===== config.mk =====
export PLATFORM = sky130hd
export DESIGN_NAME = pet_bus
export DESIGN_NICKNAME = d
export VERILOG_FILES = /design/src/rtl/pet_pkg.sv /design/src/rtl/address_decoder.sv /design/src/rtl/bus_timing.sv /design/src/rtl/pet_bus.sv /design/src/rtl/ram_bridge.sv /design/src/rtl/register_file.sv
export SDC_FILE = /design/constraint.sdc
export NUM_CORES = 1
export LEC_CHECK = 0
export BUFFER_PORTS_ARGS = -buffer_cell sky130_fd_sc_hd__buf_2
export CAP_MARGIN = 25
export CORE_MARGIN = 10
export CORE_UTILIZATION = 55
export CTS_BUF_LIST = sky130_fd_sc_hd__clkbuf_4
export DETAILED_ROUTE_END_ITERATION = 8
export PLACE_DENSITY = 0.95
export SETUP_SLACK_MARGIN = 0.15
export SYNTH_ARGS = -nofsm -noshare
export SYNTH_HDL_FRONTEND = slang
export SYNTH_HIERARCHICAL = 1
export SYNTH_SLANG_ARGS = --single-unit

===== constraint.sdc =====
create_clock -name sys_clock_i -period 6.3 [get_ports sys_clock_i]
set_input_delay 1.26 -clock sys_clock_i [delete_from_list [all_inputs] [get_ports sys_clock_i]]
set_output_delay 1.26 -clock sys_clock_i [all_outputs]
set_load 0.01 [all_outputs]

===== src/rtl/pet_pkg.sv =====
package pet_pkg;

    // Bus widths
    localparam int CPU_ADDR_WIDTH = 16;
    localparam int DATA_WIDTH     = 8;
    localparam int RAM_ADDR_WIDTH = 17;     // 128 KiB SRAM
    localparam int WB_ADDR_WIDTH  = 18;     // Space bit + SRAM address

    // Positions within one CPU period of 64 system clocks
    localparam int TIMING_PERIOD   = 64;
    localparam int WB_WINDOW_END   = 15;    // Bus released to the host up to here
    localparam int RAM_SLOT_END    = 11;    // Last start leaving room for 4 cycles
    localparam int PHI2_START      = 32;
    localparam int WR_STROBE_COUNT = 62;

    // Register indices
    localparam logic [3:0] REG_CONTROL = 4'd0;
    localparam logic [3:0] REG_VIDEO   = 4'd1;

    // PET memory map
    localparam logic [15:0] VRAM_BASE = 16'h8000;
    localparam logic [15:0] VRAM_END  = 16'h8fff;
    localparam logic [15:0] ROM_BASE  = 16'h9000;
    localparam logic [7:0]  IO_PAGE   = 8'he8;
    localparam logic [15:0] PIA1_BASE = 16'he810;
    localparam logic [15:0] PIA2_BASE = 16'he820;
    localparam logic [15:0] VIA_BASE  = 16'he840;

    // The same host address word, seen by the SRAM bridge or the register file
    typedef union packed {
        struct packed {
            logic                      space;   // 0 for SRAM
            logic [RAM_ADDR_WIDTH-1:0] addr;
        } ram;
        struct packed {
            logic        space;                 // 1 for registers
            logic [12:0] reserved;
            logic [3:0]  index;
        } regs;
    } wb_addr_t;

endpackage


===== src/rtl/address_decoder.sv =====
`timescale 1ns/1ps

module address_decoder (
    input  logic                               cpu_be_i,
    input  logic [pet_pkg::CPU_ADDR_WIDTH-1:0] addr_i,

    output logic ram_en_o,      // SRAM backs RAM, VRAM and ROM
    output logic io_en_o,       // Whole I/O page
    output logic pia1_en_o,
    output logic pia2_en_o,
    output logic via_en_o,
    output logic is_vram_o,
    output logic is_rom_o
);
    import pet_pkg::*;

    logic in_io_page;

    always_comb begin
        // E800h to EFFFh
        in_io_page = (addr_i[15:11] == IO_PAGE[7:3]);

        is_vram_o = (addr_i >= VRAM_BASE) && (addr_i <= VRAM_END);
        is_rom_o  = (addr_i >= ROM_BASE) && !in_io_page;

        ram_en_o = cpu_be_i && !in_io_page;
        io_en_o  = cpu_be_i && in_io_page;

        // Chips are picked by A4, A5 and A6 within the page
        pia1_en_o = io_en_o && (addr_i[6:4] == PIA1_BASE[6:4]);
        pia2_en_o = io_en_o && (addr_i[6:4] == PIA2_BASE[6:4]);
        via_en_o  = io_en_o && (addr_i[6:4] == VIA_BASE[6:4]);
    end

    always_comb begin
        assert final ($onehot0({pia1_en_o, pia2_en_o, via_en_o}))
            else $error("Several I/O chips selected at %h", addr_i);
    end

endmodule


===== src/rtl/bus_timing.sv =====
`timescale 1ns/1ps

module bus_timing (
    input  logic sys_clock_i,       // 64 MHz
    input  logic sys_reset_ni,

    output logic cpu_be_o,          // CPU owns the bus
    output logic cpu_clock_o,       // PHI2, 1 MHz
    output logic cpu_wr_strobe_o,   // One clock, late in PHI2
    output logic ram_slot_o         // Host may start an SRAM access
);
    import pet_pkg::*;

    logic [$clog2(TIMING_PERIOD)-1:0] count;
    logic [$clog2(TIMING_PERIOD)-1:0] count_next;

    assign count_next = (count == TIMING_PERIOD - 1) ? '0 : count + 1'b1;

    // Outputs are decoded from the next count and registered,
    // so each one lines up with the count it belongs to
    always_ff @(posedge sys_clock_i or negedge sys_reset_ni) begin
        if (!sys_reset_ni) begin
            count           <= '0;
            cpu_be_o        <= 1'b0;
            cpu_clock_o     <= 1'b0;
            cpu_wr_strobe_o <= 1'b0;
            ram_slot_o      <= 1'b1;    // Count 0 is inside the slot
        end else begin
            count           <= count_next;
            cpu_be_o        <= (count_next > WB_WINDOW_END);
            cpu_clock_o     <= (count_next >= PHI2_START);
            cpu_wr_strobe_o <= (count_next == WR_STROBE_COUNT);
            ram_slot_o      <= (count_next <= RAM_SLOT_END);
        end
    end

    // Host accesses must start and finish before the CPU takes the bus
    slot_outside_cpu_phase: assert property (
        @(posedge sys_clock_i) disable iff (!sys_reset_ni)
        ram_slot_o |-> !cpu_be_o
    ) else $error("RAM slot overlaps the CPU phase");

    // The write strobe lands in PHI2 while the CPU still drives the bus
    strobe_in_phi2: assert property (
        @(posedge sys_clock_i) disable iff (!sys_reset_ni)
        cpu_wr_strobe_o |-> cpu_clock_o && cpu_be_o ##1 cpu_clock_o
    ) else $error("CPU write strobe outside of PHI2");

endmodule


===== src/rtl/pet_bus.sv =====
`timescale 1ns/1ps

module pet_bus (
    input  logic                               sys_clock_i,
    input  logic                               sys_reset_ni,

    // Wishbone host port
    input  logic [pet_pkg::WB_ADDR_WIDTH-1:0]  wb_addr_i,
    input  logic [pet_pkg::DATA_WIDTH-1:0]     wb_data_i,
    output logic [pet_pkg::DATA_WIDTH-1:0]     wb_data_o,
    input  logic                               wb_we_i,
    input  logic                               wb_cycle_i,
    input  logic                               wb_strobe_i,
    output logic                               wb_stall_o,
    output logic                               wb_ack_o,

    // CPU
    input  logic [pet_pkg::CPU_ADDR_WIDTH-1:0] cpu_addr_i,
    input  logic [pet_pkg::DATA_WIDTH-1:0]     cpu_data_i,
    input  logic                               cpu_we_i,
    output logic [pet_pkg::CPU_ADDR_WIDTH-1:0] cpu_addr_o,
    output logic                               cpu_addr_oe_o,
    output logic [pet_pkg::DATA_WIDTH-1:0]     cpu_data_o,
    output logic                               cpu_data_oe_o,
    output logic                               cpu_be_o,
    output logic                               cpu_clock_o,
    output logic                               cpu_reset_o,
    output logic                               cpu_ready_o,

    // SRAM and I/O chips
    output logic                               ram_addr_a10_o,
    output logic                               ram_addr_a11_o,
    output logic                               ram_addr_a15_o,
    output logic                               ram_addr_a16_o,
    output logic                               ram_oe_o,
    output logic                               ram_we_o,
    output logic                               io_oe_o,
    output logic                               pia1_cs_o,
    output logic                               pia2_cs_o,
    output logic                               via_cs_o
);
    import pet_pkg::*;

    logic cpu_wr_strobe;
    logic ram_slot;

    logic ram_en;
    logic io_en;
    logic pia1_en;
    logic pia2_en;
    logic via_en;
    logic is_vram;
    logic is_rom;

    logic [DATA_WIDTH-1:0]     ram_wb_data;
    logic                      ram_wb_stall;
    logic                      ram_wb_ack;
    logic [RAM_ADDR_WIDTH-1:0] ram_ctl_addr;
    logic                      ram_ctl_oe;
    logic                      ram_ctl_we;
    logic [DATA_WIDTH-1:0]     ram_ctl_data;   // Host write data toward SRAM
    logic                      ram_ctl_doe;

    logic [DATA_WIDTH-1:0] reg_wb_data;
    logic                  reg_wb_ack;
    logic                  col_80_mode;
    logic [11:10]          vram_mask;

    logic cpu_rd_en;
    logic cpu_wr_en;
    logic a10_keep;
    logic a11_keep;

    bus_timing i_bus_timing (
        .sys_clock_i     (sys_clock_i),
        .sys_reset_ni    (sys_reset_ni),
        .cpu_be_o        (cpu_be_o),
        .cpu_clock_o     (cpu_clock_o),
        .cpu_wr_strobe_o (cpu_wr_strobe),
        .ram_slot_o      (ram_slot)
    );

    address_decoder i_address_decoder (
        .cpu_be_i  (cpu_be_o),
        .addr_i    (cpu_addr_i),
        .ram_en_o  (ram_en),
        .io_en_o   (io_en),
        .pia1_en_o (pia1_en),
        .pia2_en_o (pia2_en),
        .via_en_o  (via_en),
        .is_vram_o (is_vram),
        .is_rom_o  (is_rom)
    );

    ram_bridge i_ram_bridge (
        .sys_clock_i   (sys_clock_i),
        .sys_reset_ni  (sys_reset_ni),
        .wb_addr_i     (wb_addr_i),
        .wb_data_i     (wb_data_i),
        .wb_data_o     (ram_wb_data),
        .wb_we_i       (wb_we_i),
        .wb_cycle_i    (wb_cycle_i),
        .wb_strobe_i   (wb_strobe_i),
        .wb_stall_o    (ram_wb_stall),
        .wb_ack_o      (ram_wb_ack),
        .ram_slot_i    (ram_slot),
        .cpu_be_i      (cpu_be_o),
        .ram_addr_o    (ram_ctl_addr),
        .ram_oe_o      (ram_ctl_oe),
        .ram_we_o      (ram_ctl_we),
        .ram_data_i    (cpu_data_i),    // SRAM shares the CPU data bus
        .ram_data_o    (ram_ctl_data),
        .ram_data_oe_o (ram_ctl_doe)
    );

    register_file i_register_file (
        .sys_clock_i   (sys_clock_i),
        .sys_reset_ni  (sys_reset_ni),
        .wb_addr_i     (wb_addr_i),
        .wb_data_i     (wb_data_i),
        .wb_data_o     (reg_wb_data),
        .wb_we_i       (wb_we_i),
        .wb_cycle_i    (wb_cycle_i),
        .wb_strobe_i   (wb_strobe_i),
        .wb_ack_o      (reg_wb_ack),
        .cpu_reset_o   (cpu_reset_o),
        .cpu_ready_o   (cpu_ready_o),
        .col_80_mode_o (col_80_mode),
        .vram_mask_o   (vram_mask)
    );

    // Idle peripherals drive zero data
    assign wb_data_o  = ram_wb_data | reg_wb_data;
    assign wb_stall_o = ram_wb_stall;
    assign wb_ack_o   = ram_wb_ack | reg_wb_ack;

    always_comb begin
        if (ram_ctl_doe) begin
            cpu_data_o    = ram_ctl_data;
            cpu_data_oe_o = 1'b1;
        end else begin
            cpu_data_o    = '0;
            cpu_data_oe_o = 1'b0;
        end
    end

    assign cpu_rd_en = cpu_be_o && !cpu_we_i;
    assign cpu_wr_en = cpu_be_o && cpu_we_i && cpu_clock_o;

    assign ram_oe_o = (cpu_rd_en && ram_en) || ram_ctl_oe;
    assign ram_we_o = (cpu_wr_en && ram_en && !is_rom) || ram_ctl_we;     // ROM stays intact

    assign io_oe_o   = io_en && cpu_be_o;
    assign pia1_cs_o = pia1_en && cpu_be_o;
    assign pia2_cs_o = pia2_en && cpu_be_o;
    assign via_cs_o  = via_en && cpu_be_o;

    assign cpu_addr_oe_o = !cpu_be_o;
    assign cpu_addr_o    = ram_ctl_addr[CPU_ADDR_WIDTH-1:0];

    // 40 column text only needs 1 KiB of VRAM, so mirror it unless unmasked
    assign a10_keep = !is_vram || vram_mask[10] || col_80_mode;
    assign a11_keep = !is_vram || vram_mask[11];

    assign ram_addr_a10_o = cpu_be_o ? (cpu_addr_i[10] && a10_keep) : ram_ctl_addr[10];
    assign ram_addr_a11_o = cpu_be_o ? (cpu_addr_i[11] && a11_keep) : ram_ctl_addr[11];
    assign ram_addr_a15_o = cpu_be_o ? cpu_addr_i[15] : ram_ctl_addr[15];
    assign ram_addr_a16_o = cpu_be_o ? 1'b0 : ram_ctl_addr[16];

    io_excludes_ram: assert property (
        @(posedge sys_clock_i) disable iff (!sys_reset_ni)
        io_oe_o |-> !ram_oe_o && !ram_we_o
    ) else $error("I/O and SRAM enabled together");

    io_needs_cpu: assert property (
        @(posedge sys_clock_i) disable iff (!sys_reset_ni)
        io_oe_o |-> cpu_be_o
    ) else $error("I/O enabled without the CPU on the bus");

    // Bridge must be idle when a CPU write completes
    bridge_idle_at_strobe: assert property (
        @(posedge sys_clock_i) disable iff (!sys_reset_ni)
        cpu_wr_strobe |-> !ram_ctl_oe && !ram_ctl_we && !ram_ctl_doe
    ) else $error("SRAM bridge busy at the CPU write strobe");

endmodule


===== src/rtl/ram_bridge.sv =====
`timescale 1ns/1ps

module ram_bridge (
    input  logic                               sys_clock_i,
    input  logic                               sys_reset_ni,

    // Wishbone peripheral
    input  pet_pkg::wb_addr_t                  wb_addr_i,
    input  logic [pet_pkg::DATA_WIDTH-1:0]     wb_data_i,
    output logic [pet_pkg::DATA_WIDTH-1:0]     wb_data_o,
    input  logic                               wb_we_i,
    input  logic                               wb_cycle_i,
    input  logic                               wb_strobe_i,
    output logic                               wb_stall_o,
    output logic                               wb_ack_o,

    // From bus_timing
    input  logic                               ram_slot_i,
    input  logic                               cpu_be_i,

    // SRAM side
    output logic [pet_pkg::RAM_ADDR_WIDTH-1:0] ram_addr_o,
    output logic                               ram_oe_o,
    output logic                               ram_we_o,
    input  logic [pet_pkg::DATA_WIDTH-1:0]     ram_data_i,
    output logic [pet_pkg::DATA_WIDTH-1:0]     ram_data_o,
    output logic                               ram_data_oe_o
);
    import pet_pkg::*;

    logic [1:0]            step;        // 0 idle, 1 to 3 drive the SRAM
    logic                  selected;
    logic                  busy;
    logic                  accept;
    logic [DATA_WIDTH-1:0] read_data;

    assign selected   = wb_cycle_i && wb_strobe_i && !wb_addr_i.ram.space;
    assign busy       = (step != 2'd0);
    assign wb_stall_o = selected && (!ram_slot_i || busy);     // Wait for next slot
    assign accept     = selected && !wb_stall_o;

    always_ff @(posedge sys_clock_i) begin
        if (accept) begin
            ram_addr_o <= wb_addr_i.ram.addr;
            ram_data_o <= wb_data_i;
        end

        // Last cycle of the access, SRAM output has settled
        if (step == 2'd3) begin
            read_data <= ram_oe_o ? ram_data_i : '0;
        end
    end

    always_ff @(posedge sys_clock_i or negedge sys_reset_ni) begin
        if (!sys_reset_ni) begin
            step          <= 2'd0;
            ram_oe_o      <= 1'b0;
            ram_we_o      <= 1'b0;
            ram_data_oe_o <= 1'b0;
            wb_ack_o      <= 1'b0;
        end else begin
            wb_ack_o <= 1'b0;

            case (step)
                2'd0: begin
                    if (accept) begin
                        step          <= 2'd1;
                        ram_oe_o      <= !wb_we_i;
                        ram_we_o      <= wb_we_i;
                        ram_data_oe_o <= wb_we_i;
                    end
                end
                2'd1: step <= 2'd2;
                2'd2: begin
                    step     <= 2'd3;
                    ram_we_o <= 1'b0;   // Data held one cycle past WE
                end
                default: begin
                    step          <= 2'd0;
                    ram_oe_o      <= 1'b0;
                    ram_data_oe_o <= 1'b0;
                    wb_ack_o      <= 1'b1;
                end
            endcase
        end
    end

    assign wb_data_o = wb_ack_o ? read_data : '0;

    // A request started in the slot must be over before the CPU phase
    quiet_in_cpu_phase: assert property (
        @(posedge sys_clock_i) disable iff (!sys_reset_ni)
        cpu_be_i |-> !(ram_oe_o || ram_we_o || wb_ack_o)
    ) else $error("SRAM bridge active while the CPU owns the bus");

endmodule


===== src/rtl/register_file.sv =====
`timescale 1ns/1ps

module register_file (
    input  logic                           sys_clock_i,
    input  logic                           sys_reset_ni,

    // Wishbone peripheral, never stalls
    input  pet_pkg::wb_addr_t              wb_addr_i,
    input  logic [pet_pkg::DATA_WIDTH-1:0] wb_data_i,
    output logic [pet_pkg::DATA_WIDTH-1:0] wb_data_o,
    input  logic                           wb_we_i,
    input  logic                           wb_cycle_i,
    input  logic                           wb_strobe_i,
    output logic                           wb_ack_o,

    output logic                           cpu_reset_o,
    output logic                           cpu_ready_o,
    output logic                           col_80_mode_o,
    output logic [11:10]                   vram_mask_o      // Keeps A11/A10 for VRAM
);
    import pet_pkg::*;

    logic                  accept;
    logic [DATA_WIDTH-1:0] read_value;
    logic [DATA_WIDTH-1:0] read_data;

    assign accept = wb_cycle_i && wb_strobe_i && wb_addr_i.regs.space;

    always_comb begin
        read_value = '0;
        case (wb_addr_i.regs.index)
            REG_CONTROL: read_value[1:0] = {cpu_ready_o, cpu_reset_o};
            REG_VIDEO:   read_value[2:0] = {vram_mask_o, col_80_mode_o};
            default:     read_value = '0;   // Unknown index reads zero
        endcase
    end

    always_ff @(posedge sys_clock_i) begin
        if (accept) begin
            read_data <= wb_we_i ? '0 : read_value;
        end
    end

    always_ff @(posedge sys_clock_i or negedge sys_reset_ni) begin
        if (!sys_reset_ni) begin
            wb_ack_o      <= 1'b0;
            cpu_reset_o   <= 1'b1;      // CPU held until the MCU has loaded ROMs
            cpu_ready_o   <= 1'b0;
            col_80_mode_o <= 1'b0;
            vram_mask_o   <= 2'b11;
        end else begin
            wb_ack_o <= accept;

            if (accept && wb_we_i) begin
                case (wb_addr_i.regs.index)
                    REG_CONTROL: begin
                        cpu_reset_o <= wb_data_i[0];
                        cpu_ready_o <= wb_data_i[1];
                    end
                    REG_VIDEO: begin
                        col_80_mode_o <= wb_data_i[0];
                        vram_mask_o   <= wb_data_i[2:1];
                    end
                    default: ;  // Write dropped, still acked
                endcase
            end
        end
    end

    assign wb_data_o = wb_ack_o ? read_data : '0;

endmodule


==> impl_metrics.ini, run 1 <==
[floorplan]
ios = 106
core_area_um2 = 4750
die_y_um = 90.1
die_w_um = 90.1
dieArea_um2 = 8120
rows = 25
start_util = 0.569

[critical_path]
r2r_cells = 5
worst-r2r-setup-slack_ps = 4330
crit_start = cpu_addr_i[12]
endpoint = ram_addr_a10_o
path_class = primary input to output pin
endpoint_kind = output pin
start_kind = primary input
worstReg2RegEnd = i_ram_bridge/ram_data_o[0]
cp.required_ps = 5040
cp.arrival_ps = 2190
critPathMaxFanout = 3
r2r_start = i_ram_bridge/step[0]

[final_layout]
fillerInstances = 342
mostFrequentLayoutCells = buf_2 (98), edfxtp_1 (36), and2_1 (31)
num_antenna_cells = 0
layout_commonest_cell = buf_2
area_growth_syn_to_layout_pct = 26.5
fin_nets = 373
drive_gt1_frac = 0.468
design_area_um2 = 3420

[detailed_routing]
drc = 0
vias = 1975
drt-met1-wl_mm = 2.39
detail-route-antenna-nets = 0
met2_length_mm = 3.40
routed_wl_mm = 6.35
route.top_layer_used = met4
drt_iter0_drc = 122
via_per_inst = 5.16
drt_pass1_iterations = 4
wl_per_cell_um = 16.6
route.met3.wl_um = 431

[cts]
cts-resized-gates = 0
clock_sinks = 57
numCtsBuffers = 9
cts_root_buffer = clkbuf_4
holdBufCountCts = 0
path_clk_slew_ps = 100
ctsHtreeMaxLevel = 3
insertion_delay_ps = 400
cts_tree = yes
ctsLongestPathBuffers = 2
post_cts_buffers = 0

[power_and_ir_drop]
p_leak_uw = 0.00157
ir_drop_mv = 0.258
powerDensity_nw_per_um2 = 273

[sta]
slew_headroom = 0.656
setup_viol = 0
rsz0062_at_grt = false
hold_viol_final = 0
max_clock_freq_mhz = 290
skew_ps = 7.54
fin_setup_tns_ps = 0
worstMarginPinSlew_ps = 516
maxSlewViolCount = 0
fin_crit_sh = 0.547
fin_crit_ps = 3450

[place]
place_area_um2 = 3240
portBuffers = 98
place_congestion = 0.789
hpwl_mm = 4.92

[yosys]
syn_area_um2 = 2700
ys.warnings.count = 6
syn_avg_cell_area_um2 = 12.9
syn-instance-count = 209

[job]
drv_cap = 0

[global_route]
antenna_found_initial = 0
grt_max_degree = 22
grt_usage = 0.156
grt_pass1_wl_mm = 10.1
first_global_vias = 2019
overflow = 0

[outcome]
status = complete, no violations

[min_path]
holdCritPathClass = flip-flop to flip-flop
-- worst min-delay path by stage --
stage                                     to                     startpoint  cells past startpoint
6_report               i_ram_bridge/wb_ack_o           i_ram_bridge/step[0]                      1
3_5_place_dp           i_ram_bridge/ram_we_o          i_ram_bridge/ram_we_o                      2
3_3_place_gp           i_ram_bridge/ram_we_o          i_ram_bridge/ram_we_o                      2
4_1_cts        i_register_file/col_80_mode_o  i_register_file/col_80_mode_o                      1
2_1_floorplan          i_ram_bridge/ram_we_o          i_ram_bridge/ram_we_o                      2
5_1_grt                i_ram_bridge/wb_ack_o           i_ram_bridge/step[0]                      1
-- power breakdown --
part	switching (uW)	internal (uW)
Sequential	18.2	431
Clock	132	203
Combinational	79.9	70.4
-- metal layers --
layer | vias up | global-route usage
met5 | - | 0
met4 | 0 | 0.0531
met3 | 12 | 0.0632
met2 | 82 | 0.289
met1 | 949 | 0.154
li1 | 932 | -
-- flip-flops by register name, indices dropped and copies added (netlist names), 2 cells and up --
name	flops
i_register_file/read_data	3
i_ram_bridge/step	2
i_register_file/vram_mask_o	2
i_ram_bridge/ram_addr_o	17
i_ram_bridge/ram_data_o	8
i_bus_timing/count	6
i_ram_bridge/read_data	8
-- per-stage QoR --
| step | power [uW] | cells | util | setup slack, ps | hold WS [ps] |
|---|---|---|---|---|---|
| after global routing | 979 | 383 | 0.719 | 2690 | 592 |
| after detailed placement | 608 | 367 | 0.681 | 2840 | 514 |
| after global placement | 598 | 366 | 0.676 | 2850 | 505 |
| after CTS | 942 | 383 | 0.719 | 2830 | 577 |
| final | 935 | 383 | 0.719 | 2850 | 573 |
| after floorplan | 551 | 213 | - | 3170 | 463 |
-- critical path, cell delays in order --
cell and delay, ps:
buf_2 110, nand2b_1 150, nor3_1 190, nor3b_1 240, o2bb2ai_1 90, buf_2 140
-- cell type report --
cell class              instances  area, um2  area share
clock buffers                  10       75.1      0.0219
inverters                       6       22.5     0.00658
flip-flops and latches         57       1610       0.471
multi-input cells             138       1000       0.293
clock inverters                 6        106      0.0311
well taps                      67       83.8      0.0245
repair buffers                 99        518       0.151
Power figures use the tool's default switching activity.
==> run 2, diff against run 1 <==
--- a/config.mk
+++ b/config.mk
@@ -8,10 +8,10 @@
 export BUFFER_PORTS_ARGS = -buffer_cell sky130_fd_sc_hd__buf_2
 export CAP_MARGIN = 25
 export CORE_MARGIN = 10
-export CORE_UTILIZATION = 55
+export CORE_UTILIZATION = 51
 export CTS_BUF_LIST = sky130_fd_sc_hd__clkbuf_4
 export DETAILED_ROUTE_END_ITERATION = 8
-export PLACE_DENSITY = 0.95
+export PLACE_DENSITY = 0.92
 export SETUP_SLACK_MARGIN = 0.15
 export SYNTH_ARGS = -nofsm -noshare
 export SYNTH_HDL_FRONTEND = slang
==> constraint.sdc (replaced) <==
create_clock -name sys_clock_i -period 3.2 [get_ports sys_clock_i]
set_input_delay 0.64 -clock sys_clock_i [delete_from_list [all_inputs] [get_ports sys_clock_i]]
set_output_delay 0.64 -clock sys_clock_i [all_outputs]
set_load 0.01 [all_outputs]
==> run 2 against run 1 <==
  * Clock skew up 5.7 ps
  * Die area up 6.1%
  * Sequential power up 97%
  * Register-to-register slack worse by 2900 ps
  * Non-clock buffer count unchanged
  * Utilization down 6.6 points
  * Hold slack worse by 370 ps
  * Sequential share of layout area up 0.90 points
  * Combinational power up 100%
  * Cell area down 1.9%
  * Clock-buffer cell count unchanged
  * Total power up 80%
==> impl_metrics.ini, run 2 (synthesized netlist as in run 1, its figures left out) <==
[global_route]
grt_usage = 0.146
overflow = 0
first_global_vias = 2042
grt_pass1_wl_mm = 9.95
antenna_found_initial = 0
grt_max_degree = 26

[power_and_ir_drop]
power_uw = 1680
powerDensity_nw_per_um2 = 500
ir_drop_mv = 0.309
p_leak_uw = 0.00155

[cts]
ctsHtreeMaxLevel = 3
path_clk_slew_ps = 100
numCtsBuffers = 9
holdBufCountCts = 0
cts_root_buffer = clkbuf_4
insertion_delay_ps = 380
cts_tree = yes
ctsLongestPathBuffers = 2
post_cts_buffers = 0
cts-resized-gates = 0
clock_sinks = 57

[final_layout]
reg_top3 = i_ram_bridge/ram_addr_o (17), i_ram_bridge/ram_data_o (8), i_ram_bridge/read_data (8)
largest-register = i_ram_bridge/ram_addr_o
largest_reg_flops = 17
num_antenna_cells = 0
fillerInstances = 419
area_growth_syn_to_layout_pct = 24.2
layout_commonest_cell = buf_2
multi_input_area_um2 = 1000
drive_gt1_frac = 0.465
fin_nets = 373
mostFrequentLayoutCells = buf_2 (98), edfxtp_1 (36), and2_1 (31)
ff_latch_area_um2 = 1610
fin_util = 0.653

[sta]
fin_crit_sh = 0.740
rsz0062_at_grt = false
whs_ps = 201
skew_ps = 13.2
setup_viol = 0
slew_headroom = 0.655
maxSlewViolCount = 0
max_clock_freq_mhz = 422
worstMarginPinSlew_ps = 517
hold_viol_final = 0
fin_setup_tns_ps = 0
worst_slack_ps = 831
fin_crit_ps = 2370

[critical_path]
worst-r2r-setup-slack_ps = 1420
r2r_cells = 5
endpoint_kind = output pin
crit_start = i_bus_timing/cpu_be_o
r2r_start = i_ram_bridge/step[0]
endpoint = pia2_cs_o
cp.arrival_ps = 1730
start_kind = flip-flop
path_class = flip-flop to output pin
critPathMaxFanout = 15
cp.required_ps = 2560
worstReg2RegEnd = i_ram_bridge/ram_addr_o[16]

[detailed_routing]
drt_pass1_iterations = 4
vias = 1917
wl_per_cell_um = 16.2
detail-route-antenna-nets = 0
drc = 0
drt_iter0_drc = 175
routed_wl_mm = 6.26
via_per_inst = 4.97

[outcome]
status = complete, no violations

[floorplan]
start_util = 0.526
die_y_um = 92.8
rows = 26
die_w_um = 92.8
ios = 106
core_area_um2 = 5140
dieArea_um2 = 8610

[place]
hpwl_mm = 4.91
place_congestion = 0.749
portBuffers = 98
place_ws_ps = 983

[job]
drv_cap = 0

[min_path]
holdCritPathClass = primary input to asynchronous set/reset pin
run 2: cell types whose count changed in the layout (fill, tap and decap cells not counted):
cell / previous run / this run
clkinv_1: 1 / 2
buf_4: 0 / 1
buf_16: 1 / 0
clkinv_4: 0 / 1
bufinv_16: 3 / 1
run 2: area by class of cell:
type                       instances  area share
multi-input combinational        138       0.299
timing repair buffer              99       0.148
clock buffer                      10      0.0224
inverter                           6     0.00671
clock inverter                     6      0.0175
sequential                        57       0.480
tap                               70      0.0261
run 2: worst max-delay path: stages (launching register included):
cell and delay, ps:
dfrtp_1 680, nand3b_4 170, nor4_2 220, and2_1 150, buf_2 130
run 2: layer usage:
| layer | global-route usage | part of all wire |
|---|---|---|
| met1 | 0.153 | 0.38 |
| met2 | 0.269 | 0.55 |
| met3 | 0.0492 | 0.064 |
| met4 | 0.0424 | 0.0091 |
| met5 | 0 | 0 |
run 2: report_power, final:
group          internal [uW]  switching, uW  total, uW
Clock                    242            254        496
Combinational            139            161        300
Sequential               848           34.3        883
run 2: worst min-delay path by stage:
stage / start / end / slack [ps]
6_report: sys_reset_ni / i_bus_timing/cpu_be_o / 200
5_1_grt: sys_reset_ni / i_bus_timing/count[1] / 210
3_3_place_gp: i_ram_bridge/ram_we_o / i_ram_bridge/ram_we_o / 510
4_1_cts: sys_reset_ni / i_bus_timing/cpu_be_o / 210
3_5_place_dp: i_register_file/cpu_ready_o / i_register_file/cpu_ready_o / 540
2_1_floorplan: sys_reset_ni / i_bus_timing/count[0] / 340
run 2: stage by stage:
step,instances,cell area (um2)
global placement,370,3220
finish,386,3360
global route,386,3360
CTS,386,3360
floorplan,213,2720
detailed placement,370,3220
==> run 3, diff against run 2 <==
--- a/config.mk
+++ b/config.mk
@@ -8,10 +8,10 @@
 export BUFFER_PORTS_ARGS = -buffer_cell sky130_fd_sc_hd__buf_2
 export CAP_MARGIN = 25
 export CORE_MARGIN = 10
-export CORE_UTILIZATION = 51
+export CORE_UTILIZATION = 46
 export CTS_BUF_LIST = sky130_fd_sc_hd__clkbuf_4
 export DETAILED_ROUTE_END_ITERATION = 8
-export PLACE_DENSITY = 0.92
+export PLACE_DENSITY = 0.89
 export SETUP_SLACK_MARGIN = 0.15
 export SYNTH_ARGS = -nofsm -noshare
 export SYNTH_HDL_FRONTEND = slang
==> constraint.sdc (replaced) <==
create_clock -name sys_clock_i -period 2.17 [get_ports sys_clock_i]
set_input_delay 0.434 -clock sys_clock_i [delete_from_list [all_inputs] [get_ports sys_clock_i]]
set_output_delay 0.434 -clock sys_clock_i [all_outputs]
set_load 0.01 [all_outputs]
==> run 3 against run 2 <==
  * Wire length increased by 0.14%
  * Global-route usage decreased by 1.3 points
  * Largest power group unchanged
  * Critical path type unchanged
  * Clock skew rose by 0.73 ps
  * Clock power up 67%
==> impl_metrics.ini, run 3 (synthesized netlist as in run 1, its figures left out) <==
[outcome]
status = complete, no violations

[floorplan]
rows = 27
core_area_um2 = 5610
die_w_um = 96.7
start_util = 0.482
dieArea_um2 = 9340
ios = 106
die_y_um = 96.7

[critical_path]
r2r_cells = 5
crit_start = i_bus_timing/cpu_be_o
cp.arrival_ps = 1480
start_kind = flip-flop
worstReg2RegEnd = i_ram_bridge/ram_addr_o[1]
worst-r2r-setup-slack_ps = 620
r2r_start = i_ram_bridge/step[0]
endpoint_kind = output pin
cp.required_ps = 1740
critPathMaxFanout = 7
path_class = flip-flop to output pin

[global_route]
grt_max_degree = 26
grt_usage = 0.133
first_global_vias = 2008
grt_pass1_wl_mm = 10.0
antenna_found_initial = 0
overflow = 0

[final_layout]
largest-register = i_ram_bridge/ram_addr_o
reg_top3 = i_ram_bridge/ram_addr_o (17), i_ram_bridge/ram_data_o (8), i_ram_bridge/read_data (8)
mostFrequentLayoutCells = buf_2 (98), edfxtp_1 (36), and2_1 (31)
area_growth_syn_to_layout_pct = 27.8
fin_cells = 395
fin_nets = 380
ff_latch_area_um2 = 1610
drive_gt1_frac = 0.477
layout_commonest_cell = buf_2
multi_input_area_um2 = 1020
largest_reg_flops = 17
fillerInstances = 446
design_area_um2 = 3460
num_antenna_cells = 0

[cts]
cts_tree = yes
path_clk_slew_ps = 100
clock_sinks = 57
ctsHtreeMaxLevel = 3
insertion_delay_ps = 380
cts_root_buffer = clkbuf_4
numCtsBuffers = 9
ctsLongestPathBuffers = 2

[sta]
fin_crit_ps = 1920
skew_ps = 13.9
setup_viol = 0
fin_setup_tns_ps = 0
rsz0062_at_grt = false
whs_ps = 217
fin_crit_sh = 0.883
hold_viol_final = 0
worst_slack_ps = 254
max_clock_freq_mhz = 522
maxSlewViolCount = 0

[place]
place_ws_ps = 334
place_congestion = 0.852
hpwl_mm = 4.91
dp_cells = 374
place_area_um2 = 3240
portBuffers = 98

[power_and_ir_drop]
ir_drop_mv = 0.417
powerDensity_nw_per_um2 = 768
p_leak_uw = 0.00159

[min_path]
hold_path_end = i_ram_bridge/ram_addr_o[8]
hp-start = wb_addr_i[8]
holdCritPathClass = primary input to flip-flop
holdPathStages = 1

[detailed_routing]
drc = 0
drt_iter0_drc = 161
routed_wl_mm = 6.27
via_per_inst = 5.06
detail-route-antenna-nets = 0
wl_per_cell_um = 15.9
vias = 1998
drt_pass1_iterations = 4

[job]
drv_cap = 0
-- run 3: cell types whose count changed in the layout (fill, tap and decap cells not counted), sizes merged --
cell	previous run	this run
bufinv	1	2
dlygate4sd3	0	1
clkinvlp	1	0
clkbuf	10	9
clkinv	4	5
buf	99	105
-- run 3: area by class of cell --
type / instances / share of cell area
Tap cell: 72 / 0.0261
Clock buffer: 9 / 0.0196
Timing Repair Buffer: 106 / 0.160
Inverter: 6 / 0.00652
Multi-Input combinational cell: 138 / 0.297
Clock inverter: 7 / 0.0246
Sequential cell: 57 / 0.467
-- run 3: through the flow --
step | power [uW] | util
after floorplan | 1600 | -
after global placement | 1750 | 0.578
after detailed placement | 1780 | 0.578
after CTS | 2620 | 0.608
after global routing | 2790 | 0.616
final | 2660 | 0.616
-- run 3: what timing repair did --
| action | 4_1_cts | 5_1_grt |
|---|---|---|
| cloned | 0 | 0 |
| endpoints found under the setup margin | 4 | 4 |
| pin swaps | 0 | 3 |
| resized for setup | 2 | 2 |
| buffers inserted | 0 | 4 |
| hold buffers | 1 | 0 |
| hold endpoints to repair | 12 | 0 |
-- run 3: metal layers --
metal | part of all wire | vias to the layer above | GRT usage
met1 | 0.39 | 959 | 0.146
met3 | 0.060 | 8 | 0.0419
met2 | 0.53 | 79 | 0.220
met5 | 0 | - | 0
li1 | - | 952 | -
met4 | 0.019 | 0 | 0.0767
-- run 3: how the worst max path moves through the flow --
stage	end	cells after the start
2_1_floorplan	i_ram_bridge/ram_addr_o[0]	5
5_1_grt	wb_stall_o	5
3_3_place_gp	ram_addr_a10_o	6
4_1_cts	ram_addr_a15_o	3
6_report	ram_addr_a15_o	3
3_5_place_dp	ram_addr_a10_o	6
-- run 3: critical path: stages, from the launching register on --
cell and delay [ps]:
dfrtp_2 460, buf_4 180, mux2_2 330, buf_2 140
-- run 3: report_power, final --
| part | total [uW] | leakage, uW | internal (uW) | switching (uW) |
|---|---|---|---|---|
| clock | 830 | 0.0000824 | 456 | 373 |
| sequential | 1300 | 0.000577 | 1250 | 45.9 |
| combinational | 529 | 0.000932 | 270 | 259 |
| total | 2660 | 0.00159 | 1980 | 678 |
